### src/verilog/pcUnit.sv
`timescale 1ns/10ps

module pcUnit (
    input  logic        CLK,
    input  logic        rstN,
    input  logic        run,
    input  logic        takeBranch,
    input  logic [31:0] imm,
    output logic [31:0] pc,
    output logic [31:0] pcNext
);

    // Branch target is PC relative
    assign pcNext = takeBranch ? (pc + imm) : (pc + 32'd4);

    always_ff @(posedge CLK or negedge rstN) begin
        if (!rstN) begin
            pc <= '0;
        end else if (run) begin  // Hold while halted
            pc <= pcNext;
        end
    end

endmodule

### config.mk
export PLATFORM = sky130hd
export DESIGN_NAME = pcUnit
export DESIGN_NICKNAME = d
export VERILOG_FILES = /design/src/verilog/pcUnit.sv
export SDC_FILE = /design/constraint.sdc
export NUM_CORES = 1
export LEC_CHECK = 0
export BUFFER_PORTS_ARGS = -buffer_cell sky130_fd_sc_hd__buf_4
export CORE_MARGIN = 1.5
export CORE_UTILIZATION = 40
export CTS_CLUSTER_DIAMETER = 100
export DETAILED_ROUTE_END_ITERATION = 10
export GPL_TIMING_DRIVEN = 0
export PLACE_DENSITY = 0.71
export SETUP_SLACK_MARGIN = 0.02
export SYNTH_ARGS = -nofsm -noshare
export SYNTH_HDL_FRONTEND = slang
export SYNTH_SLANG_ARGS = --single-unit
export TNS_END_PERCENT = 10
### constraint.sdc
create_clock -name CLK -period 9 [get_ports CLK]
set_input_delay 1.35 -clock CLK [delete_from_list [all_inputs] [get_ports CLK]]
set_output_delay 1.35 -clock CLK [all_outputs]
set_load 0.05 [all_outputs]
After elaboration in Yosys (flattened, before gate mapping)
Cells that the tools add are included.
- register bits: 32
- latch bits: 0
- memory bits (writable): 0
- bits in read-only memories: 0
- word-level logic and storage cells: 4
- memories kept: 0
- add/subtract/negate cells: 2
- $mul: 0
- div/mod/pow operators: 0
- order comparisons: 0
- equal/unequal tests: 0
- shift operators: 0
- mux-type cells: 1
- bitwise operators: 0
- reduce and logical (&&, ||, !) cells: 0
- operators by type and width (kind ; count):
    $add 32x3->32 const B ; 1
    $add 32x32->32 ; 1
    $mux 32 ; 1

Depth between registers and ports, before layout
- depth after elaboration: 2
- depth in mapped cells: 10
- depth with buffers taken out: 10

Least setup slack after synthesis
Ideal clock, no wire load.
- path kind: input to output
- start point: input port imm[0]
- end point: output port pcNext[24]
- data arrival time: 4584 ps
- required time: 7650 ps
- path slack: 3066 ps
- stages: 10
- cells stage by stage: ha_1 fa_1 a211oi_1 o21bai_1 a22oi_1 a21o_1 o211ai_1 a31o_2 and4_1 a211oi_1
- cells in the longest elaborated chain, start to end: 2
- ends and longest elaborated chain (item ; line ; source):
    start: declaration ; 8 ; input logic [31:0] imm,
    $add 32x32->32 ; 14 ; assign pcNext = takeBranch ? (pc + imm) : (pc + 32'd4);
    $mux 32 ; 14 ;
    end: declaration ; 10 ; output logic [31:0] pcNext
Every way passes these cells.

Final worst setup path
- start point: input port imm[0]
- end point: output port pcNext[26]
Same word-level chain as after synthesis.

==> impl_metrics.yaml <==
drt:
  drtPass1Iterations: 5
  drt-total-wl_um: 13900
  drt_first_iter_violations: 248
  ant_nets: 0
  wl_met1_um: 5950
  vias: 4670
  routed-wl-met3_um: 961
  drc_violation_count_after_routing: 0
  drt-wirelength-per-cell_um: 17.6
  route.detailed.vias_per_inst: 5.91
  topRoutingLayerUsed: "met4"
  met2RoutedLength_um: 6620
sta:
  unrepaired_setup_endpoints_after_global_routing: "false"
  final.setup_skew_ns: 0.00821
  timing.max_slew.rel_slack_pct: 50.6
  timing_max_transition_violations_final: 0
  min_period_over_period_pct: 66.2
  timing.final.hold_violations: 0
  fmax_ghz: 0.168
  timing.final.crit_period_ns: 5.96
  setup_viol: 0
  final.setup.tns_ns: 0
  max_slew.worst_pin.slew_ns: 0.735
floorplan:
  core_footprint_um2: 10200
  rows: 37
  die_area_um2: 11000
  die_height_um: 105
  floorplan.initialDensity_pct: 40.8
  design.portCount: 100
  die_x_um: 105
grt:
  grt_usage_pct: 25.4
  number_of_global_route_vias_before_repair: 4514
  antenna_found_initial: 0
  grt_max_degree: 33
  first_pass_grt_wire_length_um: 22500
  grt_overflow: 0
setup_path:
  worstPathBufferInverterCount: 2
  maximum_fanout_along_the_worst_path: 5
  critPathTopFamily: "compound AO/OA/AOI/OAI gates"
  critPathRequiredTime_ns: 7.65
  worst_setup_path_start_kind: "input pin"
  arrival_ns: 4.61
  cells_along_the_critical_path: "buf_4 -> ha_1 -> fa_1 -> a211oi_1 -> o21bai_1 -> a22oi_1 -> a21o_1 -> o211ai_1 -> a31oi_1 -> nor2_1 -> a211oi_1 -> buf_4"
  worstSetupEndpointType: "output port"
  crit_type: "in2out"
  critical_path.slowest_cell: "a31oi_1"
  timing.critical_path.slowest_cell_delay_ns: 0.45
outcome:
  outcome: "finished, final reports clean"
yosys:
  post-synth-top-area-fraction_pct: 19.3
  synth.net_count: 618
  post_synth_most_frequent_cells: "59 x nor2_1, 43 x a21oi_1, 41 x nand2_1"
  synth_area_leaders: "dfrtp_1 19%, ha_1 9.6%, xnor2_1 6.8%"
  synth_area_leader_cell: "dfrtp_1"
  post_synth_instance_area_um2: 4150
  post-synth-top-count-cell: "nor2_1"
  ys_types: 66
  synth.ff_latch_count: 32
  ys_async_sr_fraction_pct: 100
  syn-mean-instance-area_um2: 7.56
  number_of_cells_produced_by_synthesis: 549
  seq_area_frac_synth_pct: 19.3
  yosys_warnings: 0
  number_of_enable_flip_flop_cells_after_synthesis: 0
  synthFlopType: "dfrtp_1"
final_layout:
  post_route_cells_drive_above_1_share_pct: 20.3
  synthToLayoutAreaGrowth_pct: 23.9
  largest_register: "pc"
  layout_top_registers: "pc (32)"
  antenna_cells: 0
  largest_register_ffs: 32
  final_net_count: 722
  final_cell_count_no_fill: 790
placed_design:
  gp_congestion: 0.932
  place.port_buffers: 97
  placed_cells_incl_taps: 782
  place_hpwl_um: 10500
clock_tree:
  cts_max_path_buffers: 2
  post_cts.repair.setup_buffers: 0
  cts_sinks: 32
  cts-htree-levels: 2
  number_of_buffers_created_by_cts: 5
  clk-insertion-delay-late_ns: 0.30
  count_of_hold_fix_buffers_inserted_at_cts: 0
  clkTransAtPathRegs_ns: 0.08
  clock_tree_from_tritoncts: "yes"
  cts_root_buffer: "clkbuf_8"
  post_cts_resized: 0
min_path:
  holdCritPathClass: "reg2reg"
flow_run:
  timing.max_cap.violations: 0
## cell type report
class / count / area [µm²]
Fill cell: 1038 / 5040
Multi-Input combinational cell: 473 / 3170
Sequential cell: 32 / 801
Timing Repair Buffer: 97 / 728
Tap cell: 136 / 170
Buffer: 31 / 130
Clock buffer: 6 / 82.6
Inverter: 13 / 48.8
Clock inverter: 2 / 10.0
## metal layers
metal | vias up | track usage [%]
li1 | 2245 | -
met1 | 2189 | 33.0
met2 | 206 | 42.7
met3 | 30 | 3.43
met4 | 0 | 9.30
met5 | - | 0
## cell usage in the layout, fill, tap and decap left out, types with 14 or more instances in the layout
| master | n |
|---|---|
| a21o_1 | 18 |
| nor2_1 | 59 |
| ha_1 | 32 |
| clkbuf_1 | 24 |
| buf_4 | 98 |
| and3_1 | 15 |
| a21oi_1 | 43 |
| o21ai_0 | 39 |
| nor3_1 | 14 |
| xor2_1 | 17 |
| mux2_2 | 15 |
| dfrtp_1 | 32 |
| nand3_1 | 30 |
| xnor2_1 | 32 |
| nand2_1 | 41 |
## kinds of logic after synthesis
family	after synthesis	synth area share [%]
flops	32	19.3
fa+ha+maj	33	10.1
mux	15	4.07
compound gates	174	27.5
simple gates	202	24.3
xor+xnor	49	10.3
buf+inv	44	4.31
## worst paths after layout
path | slack (ns) | from | to | cells past startpoint
max in group asynchronous | 7.65 | rstN | pc[11] | 1
min in group asynchronous | 1.01 | rstN | pc[23] | 1
min reg2reg | 0.53 | pc[31] | pc[31] | 1
min | 0.53 | pc[31] | pc[31] | 1
max | 3.04 | imm[0] | pcNext[26] | 12
max reg2reg | 5.65 | pc[0] | pc[30] | 10
## stage by stage
stage / setup WS, ns / area [µm²] / hold slack, ns / utilization (%)
2_1_floorplan: 3.07 / 4150 / 0.810 / -
3_3_place_gp: 3.13 / 5050 / 0.504 / 49.6
3_5_place_dp: 3.11 / 5050 / 0.518 / 49.6
4_1_cts: 3.08 / 5140 / 0.530 / 50.5
5_1_grt: 2.92 / 5140 / 0.550 / 50.5
6_report: 3.04 / 5140 / 0.526 / 50.5
## worst reg2reg max path, cell delays in order (launching register included)
cell	delay [ns]
dfrtp_1	0.41
ha_1	0.23
fa_1	0.43
a211oi_1	0.31
o21bai_1	0.19
a22oi_1	0.34
a21o_1	0.18
o211ai_1	0.21
a31oi_1	0.45
nor2_1	0.18
a211o_1	0.29
Power is left out: the tool's default activity adds up to more than one toggle a clock period on the data nets, which glitch-free logic cannot reach.
