**src/verilog/corePkg.sv**
```systemverilog
package corePkg;

    localparam int IMEM_DEPTH = 256;
    localparam int DMEM_DEPTH = 256;
    localparam int IMEM_AW    = $clog2(IMEM_DEPTH);
    localparam int DMEM_AW    = $clog2(DMEM_DEPTH);

    typedef enum logic [2:0] {
        ALU_ADD,
        ALU_SUB,
        ALU_AND,
        ALU_OR,
        ALU_SLT
    } aluOpT;

    typedef struct packed {
        logic  regWe;
        logic  aluSrcImm;  // Second operand from immediate
        logic  memWe;
        logic  memToReg;   // Write back load data
        logic  branch;
        aluOpT aluOp;
    } ctrlT;

    // Program load port, word indexed
    typedef struct packed {
        logic               we;
        logic [IMEM_AW-1:0] addr;
        logic [31:0]        data;
    } loadT;

    typedef struct packed {
        logic        valid;
        logic [31:0] pc;
        logic [31:0] inst;
        logic        rdWe;     // Architectural write only
        logic [4:0]  rd;
        logic [31:0] rdData;
        logic        memWe;
        logic [31:0] memAddr;
        logic [31:0] memData;
    } retireT;

endpackage

```
**src/verilog/alu.sv**
```systemverilog
`timescale 1ns/10ps

module alu (
    input  logic [31:0]    a,
    input  logic [31:0]    b,
    input  corePkg::aluOpT op,
    output logic [31:0]    result,
    output logic           zero
);
    import corePkg::*;

    always_comb begin
        case (op)
            ALU_ADD: result = a + b;
            ALU_SUB: result = a - b;
            ALU_AND: result = a & b;
            ALU_OR:  result = a | b;
            ALU_SLT: result = {31'd0, $signed(a) < $signed(b)};  // Signed compare
            default: result = a + b;
        endcase
    end

    assign zero = (result == '0);

endmodule

```
**config.mk**
```make
export PLATFORM = sky130hd
export DESIGN_NAME = alu
export DESIGN_NICKNAME = d
export VERILOG_FILES = /design/src/verilog/corePkg.sv /design/src/verilog/alu.sv
export SDC_FILE = /design/constraint.sdc
export NUM_CORES = 1
export LEC_CHECK = 0
export ABC_AREA = 1
export BUFFER_PORTS_ARGS = -buffer_cell sky130_fd_sc_hd__buf_2
export CORE_MARGIN = 1
export CORE_UTILIZATION = 55
export DETAILED_ROUTE_END_ITERATION = 8
export GPL_ROUTABILITY_DRIVEN = 0
export PLACE_DENSITY = 0.78
export RECOVER_POWER = 50
export SLEW_MARGIN = 20
export SYNTH_ARGS = -nofsm -noshare
export SYNTH_HDL_FRONTEND = slang
export SYNTH_SLANG_ARGS = --single-unit
```
**constraint.sdc**
```tcl
create_clock -name vclk -period 1.8
set_input_delay 0.09 -clock vclk [all_inputs]
set_output_delay 0.09 -clock vclk [all_outputs]
set_load 0.05 [all_outputs]
```
==> results of run 1 <==
==> logic make-up after synthesis <==
group	Yosys count	synth area share, %
and+or+nand+nor	767	50.2
buffers and inverters	324	20.2
AOI/OAI and AO/OA	126	10.6
adders and majority gates	98	18.9
xor gates and xnor gates	1	0.133
==> per-stage QoR <==
step,TNS [ns],utilization (%),instances,setup WS (ns)
floorplan,-0.643,-,1316,-0.427
global placement,-12.10,83.6,1833,-1.16
detailed placement,-14.19,83.6,1833,-1.19
==> synthesized netlist by cell type <==
master / number
inv_2: 10
clkinv_1: 1
o21bai_1: 7
clkbuf_1: 3
nor3b_2: 1
buf_1: 1
nand3_2: 4
o21ai_1: 3
nor2_4: 7
buf_2: 14
nor2_1: 150
nand4_1: 17
a21boi_0: 1
nor3_1: 9
fa_1: 2
o21ai_0: 20
nand2_1: 400
nor2_2: 21
ha_1: 96
a21oi_1: 80
a21oi_2: 7
nor3_2: 1
or2_1: 2
buf_6: 8
a21o_1: 1
o22ai_1: 2
inv_1: 278
a211oi_1: 5
clkbuf_2: 1
nand3_1: 142
xor2_1: 1
buf_4: 8
nand3b_1: 1
nand2_2: 12
==> reports/metrics.yaml, run 1 <==
outcome:
  outcome: "stopped before the end"
  error_line: "[ERROR DPL-0038] Utilization greater than 100%, impossible to legalize"
  failing_step: "4_1_cts"
die:
  rows: 39
  die_width_um: 111
  ios: 100
  die_h_um: 111
  start_util_pct: 57.0
cts:
  cts_hold_buf: 0
  cts_setup_buffers: 39
  cts_resized: 504
yosys:
  yosysWarningCount: 0
  syn_area_mm2: 0.00656
  synth.distinct_cells: 34
  avgSynthCellArea_um2: 4.99
  synthCells: 1316
  ys_seq_area_share_pct: 0
  yosysTopAreaCell: "nand2_1"
  syn_nets: 1481
  synth_area_leaders: "nand2_1, ha_1, inv_1"
  synth_top_area_share_pct: 22.9
place:
  dp_hpwl_mm: 23.2
  port-buffer-count: 100
  dpl_cell_area_mm2: 0.00963
==> run 2: changes to the inputs <==
Settings changed: CORE_UTILIZATION 55 to 40, PLACE_DENSITY 0.78 to unset, PLACE_DENSITY_LB_ADDON set to 0.15.
Clock period 1.8 ns to 2.35 ns, I/O delays scaled along.
==> run 2 against run 1 <==
  * The flow now finishes, with violations (setup timing)
  * Synthesized area stayed put
  * Synthesized cell count stayed put
==> reports/metrics.yaml, run 2 <==
cells_and_area:
  area_growth_pct: 63.9
  antennaDiodeCount: 0
  clkbuf_count: 0
  drive_above_1_share_pct: 41.5
  layout_commonest_cell: "nand2_1"
  fin_cells: 1911
  design.seq.count: 0
  regArea_um2: 0
  fin_nets: 1862
  final_cell_mix: "nand2_1, buf_4, inv_1"
place:
  dp.cells: 1892
  port-buffer-count: 100
  dp_hpwl_mm: 22.2
pwr:
  seq_power_share_pct: 0
  swShare_pct: 58.4
  internal-power_mw: 1.34
  combPwrFrac_pct: 100.0
  pwr-share-clk_pct: 0
  power.leakage_nw: 6.16
  power.density_mw_per_mm2: 300
  ir_worst_vdd_mv: 0.216
  netSwitchingPower_mw: 1.88
worst_hold_path:
  worstHoldStart: "b[31]"
  hp-class: "in2out"
  holdPathEnd: "result[31]"
  min_path_cells: 6
global_routing:
  grt_max_degree: 17
  first_global_vias: 8696
  grt_use_total_pct: 30.7
  grt_first_pass_wirelength_mm: 41.1
  grt_overflow_total: 0
  antenna_found_initial: 0
outcome:
  violations: "setup timing"
  outcome: "finished, violations left"
critical_path:
  setup.worst_path.end_class: "primary output"
  critical_path_arrival_ns: 2.47
  crit_required_ns: 2.23
  cp-start-kind: "input pin"
  setup.worst_path.class: "in2out"
  path_max_fanout: 4
route:
  wirelength_mm: 27.1
  vias_per_cell: 5.04
  post_drt_wl_per_cell_um: 14.2
  drt_iter0_markers: 783
  vias: 9624
  drt_first_pass_iters: 5
  drcViolationCount: 0
  ant_nets: 0
die:
  ios: 100
  die_h_um: 130
  dieArea_mm2: 0.0169
  core_area_mm2: 0.0159
  rows: 46
  start_util_pct: 41.2
  die_width_um: 130
yosys:
  synthCells: 1316
  synthMostInstantiatedCell: "nand2_1"
  synth_top_area_share_pct: 22.9
  yosysWarningCount: 0
  synth_area_leaders: "nand2_1, ha_1, inv_1"
  avgSynthCellArea_um2: 4.99
  syn_nets: 1481
  synth.distinct_cells: 34
  yosysTopAreaCell: "nand2_1"
  syn_area_mm2: 0.00656
  synthTopCellsByCount: "nand2_1, inv_1, nor2_1"
  ys_seq_area_share_pct: 0
sta:
  final-hold-violation-count: 0
  fin_crit_sh_pct: 110
  rsz0062_at_grt: "yes"
  slew_viol_final: 0
  fin_ws_ns: -0.235
  setup_viol: 3
  tns_ns: -0.266
  fmaxAchievable_mhz: 387
  min_period_ns: 2.58
  slew_headroom_pct: 60.9
  tightestPinTransition_ns: 0.584
flow_run:
  cap_violations: 0
[run 2: cell counts after synthesis]
Identical to the previous run, type by type.
[run 2: final cells by class]
class | count | area (um2)
multi-input combinational | 992 | 6370
fill | 1477 | 5180
timing repair buffer | 414 | 3030
inverter | 289 | 1090
tap | 216 | 270
[run 2: logic make-up after synthesis]
group	share of synthesized area, %
adders and majority gates	18.9
xor gates and xnor gates	0.133
buffers and inverters	20.2
and+or+nand+nor	50.2
AOI/OAI and AO/OA	10.6
[run 2: what timing repair did]
item	in CTS	in global routing
resized for setup	103	215
pin swaps	25	66
endpoints found under the setup margin	14	19
hold buffers	0	0
setup buffers	5	14
[run 2: how the worst max path moves through the flow]
stage,startpoint,endpoint,slack [ns],cells after the start
floorplan,a[10],zero,0.002,16
global placement,a[0],zero,-0.67,20
detailed placement,a[0],zero,-0.70,20
CTS,a[0],zero,-0.25,20
global route,b[1],zero,-0.35,20
finish,b[1],zero,-0.23,19
[run 2: critical path: stages]
cell,delay [ns]
buf_2,0.10
buf_4,0.15
fa_2,0.37
inv_2,0.09
nand2_4,0.06
nand2_4,0.08
nand4_1,0.14
nand2_2,0.16
nand2_1,0.06
nand3_1,0.08
nand2_1,0.07
nor2_2,0.13
nand2_2,0.08
nor2_4,0.14
nand3_2,0.13
nor2_4,0.16
nand3_2,0.11
nor2_4,0.10
buf_8,0.15
[run 2: routing by layer]
layer	track usage, %	vias up	wire (um)
li1	-	4781	-
met1	40.4	4290	11400
met2	51.1	471	12100
met3	5.00	82	2590
met4	9.30	0	1040
met5	0	-	0
[run 2: through the flow]
| step | hold slack, ns | setup WS (ns) | area, um2 | util (%) | power [mW] |
|---|---|---|---|---|---|
| 5_1_grt | 0.937 | -0.354 | 10800 | 67.5 | 3.47 |
| 6_report | 0.901 | -0.235 | 10800 | 67.5 | 3.23 |
| 3_5_place_dp | 0.949 | -0.696 | 9500 | 59.6 | 2.71 |
| 4_1_cts | 0.893 | -0.250 | 9950 | 62.4 | 2.87 |
| 2_1_floorplan | 0.630 | 0.00180 | 6690 | - | 1.57 |
| 3_3_place_gp | 0.939 | -0.673 | 9500 | 59.6 | 2.69 |
[run 2: power groups by stage]
stage	logic [mW]	registers (mW)	clock network, mW
after floorplan	1.57	0	0
after global placement	2.69	0	0
after detailed placement	2.71	0	0
after CTS	2.87	0	0
after global routing	3.47	0	0
final	3.23	0	0
Note: power is estimated with default switching activity, not from simulation.
