### config.mk
export PLATFORM = sky130hd
export DESIGN_NAME = regFile
export DESIGN_NICKNAME = d
export VERILOG_FILES = /design/src/verilog/regFile.sv
export SDC_FILE = /design/constraint.sdc
export NUM_CORES = 2
export LEC_CHECK = 0
export BUFFER_PORTS_ARGS = -buffer_cell sky130_fd_sc_hd__buf_2
export CORE_AREA = 2 2 363 365
export CTS_BUF_LIST = sky130_fd_sc_hd__clkbuf_4 sky130_fd_sc_hd__clkbuf_8
export CTS_CLUSTER_SIZE = 25
export DETAILED_ROUTE_END_ITERATION = 8
export DIE_AREA = 0 0 365 367
export PLACE_DENSITY = 0.59
export SYNTH_ARGS = -nofsm -noshare
export SYNTH_HDL_FRONTEND = slang
export SYNTH_SLANG_ARGS = --single-unit
### constraint.sdc
create_clock -name CLK -period 1.8 [get_ports CLK]
set_clock_uncertainty 0.2 [all_clocks]
set_input_delay 0.18 -clock CLK [delete_from_list [all_inputs] [get_ports CLK]]
set_output_delay 0.18 -clock CLK [all_outputs]
set_load 0.05 [all_outputs]
### src/verilog/regFile.sv
`timescale 1ns/10ps

module regFile (
    input  logic        CLK,
    input  logic        rstN,
    input  logic [4:0]  rs1,
    input  logic [4:0]  rs2,
    input  logic [4:0]  rd,
    input  logic        we,
    input  logic [31:0] wdata,
    output logic [31:0] rs1Data,
    output logic [31:0] rs2Data
);

    logic [31:0] regs [32];

    always_ff @(posedge CLK or negedge rstN) begin
        if (!rstN) begin
            for (int i = 0; i < 32; i++) begin
                regs[i] <= '0;
            end
        end else if (we && (rd != 5'd0)) begin  // x0 writes dropped
            regs[rd] <= wdata;
        end
    end

    // x0 always reads as zero
    assign rs1Data = (rs1 == 5'd0) ? '0 : regs[rs1];
    assign rs2Data = (rs2 == 5'd0) ? '0 : regs[rs2];

endmodule

---- Word-level counts from Yosys, hierarchy flattened ----
Index checks and enable logic that the tools add are counted.
word-level totals
  flip-flop bits (word level) ............. 1,024
  bits in latches ......................... 0
  memory bits (writable) .................. 0
  memory bits (read-only) ................. 0
  bits of input ports ..................... 50
  memories kept ........................... 0
cells by class
  $add $sub $neg .......................... 0
  $mul .................................... 0
  divide/modulo/power cells ............... 0
  magnitude comparators ................... 4
  equal/unequal tests ..................... 0
  shift-type cells ........................ 0
  muxes and demuxes ....................... 11
  bitwise gates (word level) .............. 3
  reductions and logical operators ........ 5
operators with widths
  operator            number
  $bwmux 1024         1
  $bmux 32 s5         2
  $mux 32             7
  $demux 32 s5        1
  $ge 6x6->1 const B  3
  $not 5->6           3
  $logic_not 5->1     2
  $lt 6x1->1 const B  1
  $reduce_bool 5->1   1
  $logic_and 1x1->1   2

---- Depth between registers and ports, before layout ----
  word-level depth ........................ 6
  depth in mapped cells ................... 7

---- Worst setup path before layout ----
OpenSTA, ideal clock, no wires.
  path kind ............................... input -> output
  from .................................... input rs1[0]
  to ...................................... output rs1Data[14]
  arrival ................................. 2.542 ns
  data required time ...................... 1.420 ns
  path slack .............................. -1.122 ns
  stages on the path ...................... 7
  path through ............................ buf_2 > inv_1 > buf_2 > buf_2 > clkbuf_1 > o2111ai_1 > a311oi_1
between the ends
  cells in the longest elaborated chain, start to end .. 5
RTL lines
  element                                      line  source
  start, declared                              6     input logic [4:0] rs1,
  $not 5->6 (implied by the code)              28    assign rs1Data = (rs1 == 5'd0) ? '0 : regs[rs1];
  $bmux 32 s5                                  28
  $mux 32 (implied by the code) (2 in series)  28
  $mux 32 (*)                                  28
  end, declared                                11    output logic [31:0] rs1Data,
Every way passes the cells marked *; elsewhere a longest branch is shown, timed or not. The select of a mux whose other input is x is not followed.

---- Final worst setup path ----
  from .................................... register regs[791] (netlist name)
  to ...................................... output rs2Data[23]
between the ends
  cells in the longest elaborated chain, start to end .. 4
RTL lines
  element                                      line  source
  start, declared                              15    logic [31:0] regs [32];
  start signal, assigned by index              23    regs[rd] <= wdata;
  $bmux 32 s5                                  29    assign rs2Data = (rs2 == 5'd0) ? '0 : regs[rs2];
  $mux 32 (implied by the code) (2 in series)  29
  $mux 32                                      29
  end, declared                                12    output logic [31:0] rs2Data
No other way between the ends. The select of a mux whose other input is x is not followed.

==> results.cfg <==
[sta]
tightest_slew_ps = 1480
finalCritPeriodShare_pct = 169
hold_viol_final = 0
holdWs_ps = 71.2
fin_ws_ps = -1250
post-route-min-period_ps = 3050
slew_viol_final = 0
setup_viol = 151
rsz0062_at_grt = true
clock.fmax_mhz = 328
max_slew_margin_pct = 1.26

[placed_design]
globalplace.congestion = 0.858
hpwl_um = 128000
post_dp_cell_area_um2 = 65200
port_buffers = 113

[routing]
wl_per_cell_um = 31.7
viasPerCell = 6.23
drt_pass1_iterations = 7
ant_nets = 0
drtIter0Drc = 3419
drc_errors = 0
wl_um = 192000
vias = 37900

[flow_run]
cap_violations = 0

[floorplan]
die_width_um = 365
fp-row-count = 133
die_area_um2 = 134000
initial_core_util_pct = 41.7
core-area_um2 = 130000
die_h_um = 367
io_pins = 114

[power]
p_int_w = 0.0514
p_seq_share_pct = 42.3
combPwrFrac_pct = 25.5
p_clk_share_pct = 32.3
p_switching_w = 0.0210
powerDensity_nw_per_um2 = 1020
switching_share_pct = 29.0
p_leak_nw = 30.6
ir_drop_mv = 0.766

[final_layout]
fin_nets = 4230
largest_register_ffs = 1024
top_register = regs
nFillCells = 10700
reg_top3 = regs: 1024 flops
layout_common_cells = dfrtp_1, mux2_2, mux4_2
fin_area_um2 = 71000
layout-drive-gt1-share_pct = 67.3
final_common_cell = dfrtp_1
area_growth_pct = 30.5

[yosys]
synth_area_um2 = 54400
syn-instance-count = 3621
ys.warnings.count = 0
synth_nets = 3671
synth.largest_area_cell = dfrtp_1
ys_seq_area_share_pct = 47.1
yosysUniqueCellTypes = 35
synth-seq-cells = 1024
syn_avg_cell_area_um2 = 15.0
netlist.area_leader.share_pct = 47.1
ys_top_cells_by_area = dfrtp_1, mux2_2, mux4_2, mux2i_1, buf_2

[worst_setup_path]
worstPathCellList = mux4_2 > mux2_4 > o21ai_4 > buf_6 > a311oi_4 > buf_12
start_kind = register
r2r_cells = 2
slowest_stage = mux4_2
arrival_ps = 2670
critPathKind = reg2out
cp.required_ps = 1420
max_stage_delay_ps = 470
cp-end-kind = output pin
critical_path.max_fanout = 3

[clock_network]
cts_tree = done
clock_latency_ps = 920
cts_inserted_buffers = 179
clock-sinks = 1024
clockRootBuffer = clkbuf_8
htreeDepth = 4
clk_path_buf_depth = 3
path_clk_slew_ps = 60

[grt]
track_usage_pct = 29.0
grt_max_degree = 90
overflow = 0
grt_pass1_wl_um = 281000
antenna_found_initial = 8
grt_pass1_vias = 39000

[status]
status = finished, violations left
violations = setup timing

[worst_hold_path]
hold_depth = 6
holdCritPathClass = in2reg
==> critical path: cells and delay by family, from the launching register on <==
kind                   cells  cell delay [ps]
muxes                      2              760
DFF                        1              390
AOI/OAI and AO/OA          2              210
buffers and inverters      2              370
==> power groups by stage <==
stage | Clock [W] | Sequential, W | Combinational, W
6_report | 0.0234 | 0.0306 | 0.0185
5_1_grt | 0.0248 | 0.0311 | 0.0195
4_1_cts | 0.0238 | 0.0305 | 0.0182
3_5_place_dp | 0 | 0.0308 | 0.0174
3_3_place_gp | 0 | 0.0307 | 0.0171
2_1_floorplan | 0 | 0.0297 | 0.0120
==> timing repair <==
item	CTS	global route
endpoints found under the setup margin	64	236
hold endpoints to repair	2016	557
hold buffers	43	9
buffers inserted	2	10
pin swaps	81	34
resized for setup	215	78
==> cell type report <==
cell class,instances,area (um^2),share of cell area [%]
well taps,1755,2200,3.09
multi-input cells,2163,29800,42.0
clock inverters,32,274,0.386
inverters,2,12.5,0.0176
flip-flops and latches,1024,25600,36.1
clock buffers,284,3620,5.10
repair buffers,810,9440,13.3
diodes,4,10.0,0.0141
==> metal layers <==
metal / wire (um) / vias to the layer above / global-route usage, % / share of wire (%)
met5: 46 / - / 0 / 0.024
met4: 6170 / 8 / 10.1 / 3.2
met1: 83800 / 20800 / 41.6 / 44
li1: - / 15300 / - / -
met2: 88400 / 1455 / 43.7 / 46
met3: 13900 / 365 / 6.20 / 7.2
==> synthesized netlist by cell type <==
master and count:
a211oi_1 64, inv_1 2, nand4b_1 3, o21ai_1 9, nor2b_1 71, a22oi_1 64
mux2_1 10, nand2_1 49, buf_2 170, buf_1 3, clkbuf_1 223, clkbuf_2 1
nor3_1 3, dfrtp_1 1024, and2_0 1, nand4_1 1, nor4_2 1, o21ai_0 101
a311oi_1 64, clkbuf_4 1, nor2_1 19, and2_1 1, mux4_2 448, buf_4 34
or2_2 2, or4_1 2, nor3b_1 2, mux2i_1 128, o2111ai_1 18, or3_1 3
and3_1 1, nand2b_1 5, mux2_2 1046, nand3_1 1, a221oi_1 46
==> logic make-up after synthesis <==
kind of cell | count (synthesis) | synth area share, %
mux | 1632 | 42.8
flops | 1024 | 47.1
simple gates | 165 | 1.61
compound gates | 366 | 4.84
buf+inv | 434 | 3.63
==> worst paths after layout <==
check	start	slack, ps	endpoint
max in group asynchronous	rstN	420	regs[949]
max reg2reg	regs[687]	270	regs[687]
max	regs[791]	-1250	rs2Data[23]
min	we	70	regs[312]
min in group asynchronous	rstN	160	regs[731]
min reg2reg	regs[1019]	200	regs[1019]
==> through the flow <==
step / setup slack [ps] / cells / TNS (ps) / utilization (%) / power [W]
6_report: -1250 / 6074 / -75520 / 54.4 / 0.0725
5_1_grt: -1320 / 6072 / -79400 / 54.4 / 0.0754
4_1_cts: -1320 / 6059 / -76630 / 54.0 / 0.0724
3_5_place_dp: -1020 / 5705 / -193270 / 50.0 / 0.0483
3_3_place_gp: -1030 / 5705 / -190800 / 50.0 / 0.0478
2_1_floorplan: -307 / 3621 / -18030 / - / 0.0417
(Power assumes the default switching activity.)
