### config.mk
export PLATFORM = sky130hd
export DESIGN_NAME = decoder
export DESIGN_NICKNAME = d
export VERILOG_FILES = /design/src/verilog/isaPkg.sv /design/src/verilog/corePkg.sv /design/src/verilog/decoder.sv
export SDC_FILE = /design/constraint.sdc
export NUM_CORES = 1
export LEC_CHECK = 0
export BUFFER_PORTS_ARGS = -buffer_cell sky130_fd_sc_hd__buf_2
export CORE_ASPECT_RATIO = 1.4
export CORE_MARGIN = 5
export CORE_UTILIZATION = 30
export DETAILED_ROUTE_END_ITERATION = 12
export PLACE_DENSITY = 0.84
export RECOVER_POWER = 100
export SYNTH_ARGS = -nofsm -noshare
export SYNTH_HDL_FRONTEND = slang
export SYNTH_SLANG_ARGS = --single-unit
export TNS_END_PERCENT = 5
### constraint.sdc
create_clock -name vclk -period 1.9
set_input_delay 0.095 -clock vclk [all_inputs]
set_output_delay 0.095 -clock vclk [all_outputs]
set_load 0.02 [all_outputs]
### src/verilog/isaPkg.sv
package isaPkg;

    // Major opcodes of the supported subset
    localparam logic [6:0] OPC_RTYPE  = 7'b0110011;
    localparam logic [6:0] OPC_ITYPE  = 7'b0010011;
    localparam logic [6:0] OPC_LOAD   = 7'b0000011;
    localparam logic [6:0] OPC_STORE  = 7'b0100011;
    localparam logic [6:0] OPC_BRANCH = 7'b1100011;

    // ALU function selects
    localparam logic [2:0] F3_ADD_SUB = 3'b000;
    localparam logic [2:0] F3_SLT     = 3'b010;
    localparam logic [2:0] F3_OR      = 3'b110;
    localparam logic [2:0] F3_AND     = 3'b111;
    localparam logic [6:0] F7_ADD     = 7'b0000000;
    localparam logic [6:0] F7_SUB     = 7'b0100000;

    typedef struct packed {
        logic [6:0] funct7;
        logic [4:0] rs2;
        logic [4:0] rs1;
        logic [2:0] funct3;
        logic [4:0] rd;
        logic [6:0] opcode;
    } rTypeT;

    typedef struct packed {
        logic [11:0] imm;
        logic [4:0]  rs1;
        logic [2:0]  funct3;
        logic [4:0]  rd;
        logic [6:0]  opcode;
    } iTypeT;

    typedef struct packed {
        logic [6:0] immHi;
        logic [4:0] rs2;
        logic [4:0] rs1;
        logic [2:0] funct3;
        logic [4:0] immLo;
        logic [6:0] opcode;
    } sTypeT;

    typedef struct packed {
        logic       imm12;
        logic [5:0] imm10to5;
        logic [4:0] rs2;
        logic [4:0] rs1;
        logic [2:0] funct3;
        logic [3:0] imm4to1;
        logic       imm11;
        logic [6:0] opcode;
    } bTypeT;

    // One fetched word, viewed as whatever format its opcode says
    typedef union packed {
        rTypeT       r;
        iTypeT       i;
        sTypeT       s;
        bTypeT       b;
        logic [31:0] raw;
    } instWordT;

endpackage

### src/verilog/corePkg.sv
package corePkg;

    localparam int IMEM_DEPTH = 256;
    localparam int DMEM_DEPTH = 256;
    localparam int IMEM_AW    = $clog2(IMEM_DEPTH);
    localparam int DMEM_AW    = $clog2(DMEM_DEPTH);

    typedef enum logic [2:0] {
        ALU_ADD,
        ALU_SUB,
        ALU_AND,
        ALU_OR,
        ALU_SLT
    } aluOpT;

    typedef struct packed {
        logic  regWe;
        logic  aluSrcImm;  // Second operand from immediate
        logic  memWe;
        logic  memToReg;   // Write back load data
        logic  branch;
        aluOpT aluOp;
    } ctrlT;

    // Program load port, word indexed
    typedef struct packed {
        logic               we;
        logic [IMEM_AW-1:0] addr;
        logic [31:0]        data;
    } loadT;

    typedef struct packed {
        logic        valid;
        logic [31:0] pc;
        logic [31:0] inst;
        logic        rdWe;     // Architectural write only
        logic [4:0]  rd;
        logic [31:0] rdData;
        logic        memWe;
        logic [31:0] memAddr;
        logic [31:0] memData;
    } retireT;

endpackage

### src/verilog/decoder.sv
`timescale 1ns/10ps

module decoder (
    input  isaPkg::instWordT inst,
    output corePkg::ctrlT    ctrl,
    output logic [31:0]      imm,
    output logic [4:0]       rs1,
    output logic [4:0]       rs2,
    output logic [4:0]       rd
);
    import isaPkg::*;
    import corePkg::*;

    logic [6:0] opcode;
    logic       subBit;
    logic [3:0] aluKey;   // {funct7[5], funct3}
    aluOpT      functOp;

    assign opcode = inst.r.opcode;
    assign rs1    = inst.r.rs1;
    assign rs2    = inst.r.rs2;
    assign rd     = inst.r.rd;

    // Bit 30 is immediate data on I-type
    assign subBit = (opcode == OPC_RTYPE) ? inst.r.funct7[5] : 1'b0;
    assign aluKey = {subBit, inst.r.funct3};

    always_comb begin
        case (aluKey)
            {F7_ADD[5], F3_ADD_SUB}: functOp = ALU_ADD;
            {F7_SUB[5], F3_ADD_SUB}: functOp = ALU_SUB;
            {F7_ADD[5], F3_AND}:     functOp = ALU_AND;
            {F7_ADD[5], F3_OR}:      functOp = ALU_OR;
            {F7_ADD[5], F3_SLT}:     functOp = ALU_SLT;
            default:                 functOp = ALU_ADD;
        endcase
    end

    // Main control and immediate select
    always_comb begin
        ctrl       = '0;
        ctrl.aluOp = ALU_ADD;
        imm        = '0;
        case (opcode)
            OPC_RTYPE: begin
                ctrl.regWe = 1'b1;
                ctrl.aluOp = functOp;
            end
            OPC_ITYPE: begin
                ctrl.regWe     = 1'b1;
                ctrl.aluSrcImm = 1'b1;
                ctrl.aluOp     = functOp;
                imm            = {{20{inst.i.imm[11]}}, inst.i.imm};
            end
            OPC_LOAD: begin
                ctrl.regWe     = 1'b1;
                ctrl.aluSrcImm = 1'b1;
                ctrl.memToReg  = 1'b1;
                imm            = {{20{inst.i.imm[11]}}, inst.i.imm};
            end
            OPC_STORE: begin
                ctrl.aluSrcImm = 1'b1;
                ctrl.memWe     = 1'b1;
                imm            = {{20{inst.s.immHi[6]}}, inst.s.immHi, inst.s.immLo};
            end
            OPC_BRANCH: begin
                ctrl.branch = 1'b1;
                ctrl.aluOp  = ALU_SUB;  // Equal when difference is zero
                imm         = {{19{inst.b.imm12}}, inst.b.imm12, inst.b.imm11,
                               inst.b.imm10to5, inst.b.imm4to1, 1'b0};
            end
            default: begin
                // Unknown opcode retires as a no-op
                ctrl.aluOp = ALU_ADD;
            end
        endcase
    end

endmodule

; Yosys cells after proc, flatten, opt, wreduce, memory -nomap -nowiden
; Index checks and enable logic that the tools add are counted.
; W data, S select, Z words.
[op_classes]
n_bitwise = 0
n_lt_le_gt_ge = 0
addsub = 0
n_mux = 9
n_mul = 0
shifts = 0
reduce_logical = 4
n_eq_ne = 9
n_div = 0
[op_table]
columns = operator, count
row1 = $pmux W32 S3, 1
row2 = $eq A7 B6 Y1 const B, 2
row3 = $pmux W3 S4, 1
row4 = $eq A4 B3 Y1 const B, 2
row5 = $eq A7 B2 Y1 const B, 1
row6 = $eq A7 B5 Y1 const B, 1
row7 = $eq A7 B7 Y1 const B, 1
row8 = $mux W1, 6
row9 = $pmux W3 S2, 1
row10 = $reduce_or A3 Y1, 2
row11 = $eq A4 B2 Y1 const B, 1
row12 = $eq A4 B4 Y1 const B, 1
row13 = $reduce_or A2 Y1, 2
[word_totals]
mem_bits_ro = 0
elab_cells = 22
ram_bits = 0
latch_bits = 0
reg_bits = 0
in_bits = 32
n_memories = 0

; Logic depth before layout (Yosys ltp)
[depth]
word_depth = 5
ltp_mapped = 5

; Worst setup path before layout
; No wires, ideal clock.
[synth_path]
path_type = input to output
start = in inst[2] in the netlist's numbering
end = out imm[13]
t_required_ps = 1805
t_arrival_ps = 1548
cell_stages = 5
path_slack_ps = 257
cell_sequence = nand4bb_1 -> buf_4 -> a211oi_2 -> and2_1 -> buf_4
[synth_between]
elab_chain_len = 3
elab_cells_between_ends = 6
[synth_lines]
columns = element, line
row1 = from (decl), decoder.sv:4  ; input isaPkg::instWordT inst,
row2 = $eq A7 B2 Y1 / $eq A7 B5 Y1 (equally long branches), decoder.sv:44  ; case (opcode)
row3 = $reduce_or A2 Y1 (no line), -
row4 = $pmux W32 S3 (*), decoder.sv:44
row5 = to (decl), decoder.sv:6  ; output logic [31:0] imm,
; Mark *: on every way between the ends. The rest lies on a longest branch, timed or not.

==> qor_table.md <==
| Result | This run |
| --- | --- |
| Total routed wirelength | 1.744 mm |
| Startpoint type of the worst setup path | input port |
| Biggest fanout along the worst timing path | 7 |
| Number of inserted filler cells in the final layout | 232 |
| Total congestion overflow after global routing | 0 |
| Cell type of the slowest stage on the worst timing path | or2_0 |
| Number of antenna repair diodes | 0 |
| Hold-fix buffer count after cts | 0 |
| Number of antenna violations at the first check in global routing | 0 |
| Gate count of the mapped netlist | 82 |
| Maximum number of pins on one net before global-route repair | 21 |
| Chip Height | 60.98 µm |
| Wire length per cell after detailed routing | 12.03 µm |
| Unique cell type count in the Yosys netlist | 21 |
| Fraction of synthesized cell area taken by the top area cell type | 47.19% |
| Worst slew slack as a fraction of its limit | 67.71% |
| Number of gates given a new drive strength after cts | 0 |
| Number of endpoints with negative hold slack in the final report | 0 |
| Leading cell types in the layout, fill and taps excluded | 47 x clkbuf_1, 33 x buf_2, 9 x nor2_1 |
| Wire length of the first global-routing pass | 2.380 mm |
| Detailed-router iteration count before antenna repair | 5 |
| Final TNS setup | 0 ps |
| Most common library cell in the layout ignoring fill and taps | clkbuf_1 |
| Fraction of power consumed by the clock network | 0% |
| Count of unresolved DRC violations after routing | 0 |
| Utilization after layout | 36.85% |
| Final-report max-slew violation count | 0 |
| Via count of the first global-routing pass | 621 |
| Footprint of the multi-input gates | 269.0 µm² |
| Leakage power figure | 0.0002897 µW |
| Achievable frequency | 629.5 MHz |
| GRT Util Overall | 10.81% |
| Cells after DPL | 145 |
| Net load switching power | 67.14 µW |
| Die Wd | 46.41 µm |
| Power per cell area | 165.6 mW/mm² |
| # Post-CTS Setup Buffers | 0 |
| Cell type contributing the most total cell area after synthesis | buf_4 |
| Share of cell area taken by muxes after synthesis | 1.798% |
| Core footprint | 0.001779 mm² |
| Post-synthesis share of cell area spent on xor and xnor gates | 0% |
| Number of buffers and inverters on the critical path | 2 |
| Input/output buffers | 77 |
| Num ports | 87 |
| Cell-by-cell trace of the critical path | buf_2, nand4bb_1, or2_0, nor4_4, clkbuf_1 |
| Data arrival time of the critical path | 1490 ps |
| Post-synthesis compound-gate area fraction | 12.13% |
| Mean Syn Cell Area | 6.790 µm² |
| Number of DRC violations after detailed-routing iteration 0 | 3 |
| Sum of internal, switching and leakage power | 108.6 µW |
| Status | complete, no violations |
| Power share of the combinational group | 100.0% |
| Maximum resistive drop on vdd | 0.00005310 V |
| Post-route antenna net violation count | 0 |
| Min Clock Period, post-route | 1589 ps |
| Sequential group share of total power | 0% |
| Adder-cell area share of the yosys netlist | 0% |
| Sequential fraction of the synthesis area | 0% |
| Worst hold path class | in2out |
| Share of final-layout standard cells stronger than drive strength 1 | 28.00% |
| Num sequential | 0 |
| Number of placement rows | 18 |
| Reported max-cap violation count | 0 |
| Clock buffer instance count of the final layout | 0 |
| Final layout net count | 159 |
| Cell area after technology mapping | 556.8 µm² |
| CP delay by family, top | simple AND/OR/NAND/NOR gates |
| Total die area | 0.002830 mm² |
| WS Path Type | in2out |
| Data required time at the worst endpoint | 1800 ps |
| Syn-to-layout area delta | 17.75% |
| Total number of vias | 678 |
| Worst path max stage delay | 440 ps |
| CP Capture Type | output pin |
| Internal power | 41.45 µW |
| Via-to-Cell Ratio | 4.676 |
| Net switching share of the total power | 61.83% |
| Setup repair after global routing missed its margin | false |
| Combinational family with the most area after synthesis | buffers and inverters |
| Top cells by area in the synthesized netlist | buf_4 47%, and2_1 9.0%, nor2_1 6.1% |
| Yosys warning total | 0 |
| Final setup fails | 0 |
| Portion of the clock cycle consumed by the worst path in the final layout | 83.61% |
| Final Wtd Congestion | 0.6678 |
| Simple-gate share of the synthesized area | 35.28% |
| Starting density of the core | 31.29% |
| Slew @ Worst Pin | 484.4 ps |
| Net count after synthesis | 114 |
| Post-route non-filler standard cell count | 145 |
| Storage element area | 0 µm² |
==> metal layers <==
| metal | up-vias | track usage [%] | share of wire [%] |
|---|---|---|---|
| li1 | 321 | - | - |
| met1 | 286 | 12.46 | 31 |
| met2 | 71 | 22.24 | 45 |
| met3 | 0 | 0.2967 | 23 |
| met4 | 0 | 0 | 0 |
| met5 | - | 0 | 0 |
==> worst paths after layout <==
| path | from | endpoint | slack [ps] | cells after the start |
|---|---|---|---|---|
| max | inst[2] | ctrl[2] | 310 | 5 |
| min | inst[16] | rs1[1] | 190 | 0 |
==> Yosys cell counts <==
library cell,count
a221oi_1,1
nor3_1,2
mux2i_1,1
a22oi_1,4
buf_6,1
o22ai_1,1
or3_1,1
a211oi_2,1
nor2_1,9
buf_4,35
nor2b_1,4
buf_2,1
and2_1,8
nand2b_1,2
or2_1,1
nor4_4,1
nand2_1,4
nand3_1,1
nand4bb_1,1
clkbuf_1,1
a21oi_1,2
==> power groups by stage <==
stage	logic [µW]	clock network [µW]	registers [µW]
after global placement	116	0	0
after global routing	120	0	0
final	109	0	0
after detailed placement	118	0	0
after CTS	118	0	0
after floorplan	95.4	0	0
==> cells by family (layout without fill, tap and decap cells) <==
| group | Yosys count | after routing |
|---|---|---|
| compound gates | 9 | 9 |
| simple gates | 34 | 34 |
| buf+inv | 38 | 81 |
| mux | 1 | 1 |
==> layout make-up <==
class | instances | share of cell area [%]
Tap cell | 20 | 3.817
Multi-Input combinational cell | 44 | 41.03
Timing Repair Buffer | 81 | 55.15
==> through the flow <==
stage / hold slack (ps) / instance area, µm² / setup WS, ps
final: 190.0 / 655.6 / 311.4
after global routing: 190.0 / 655.6 / 161.8
after CTS: 190.1 / 726.9 / 404.7
after detailed placement: 190.1 / 726.9 / 403.7
after global placement: 190.1 / 726.9 / 438.1
after floorplan: 227.0 / 556.8 / 256.6
Power figures use the tool's default switching activity.
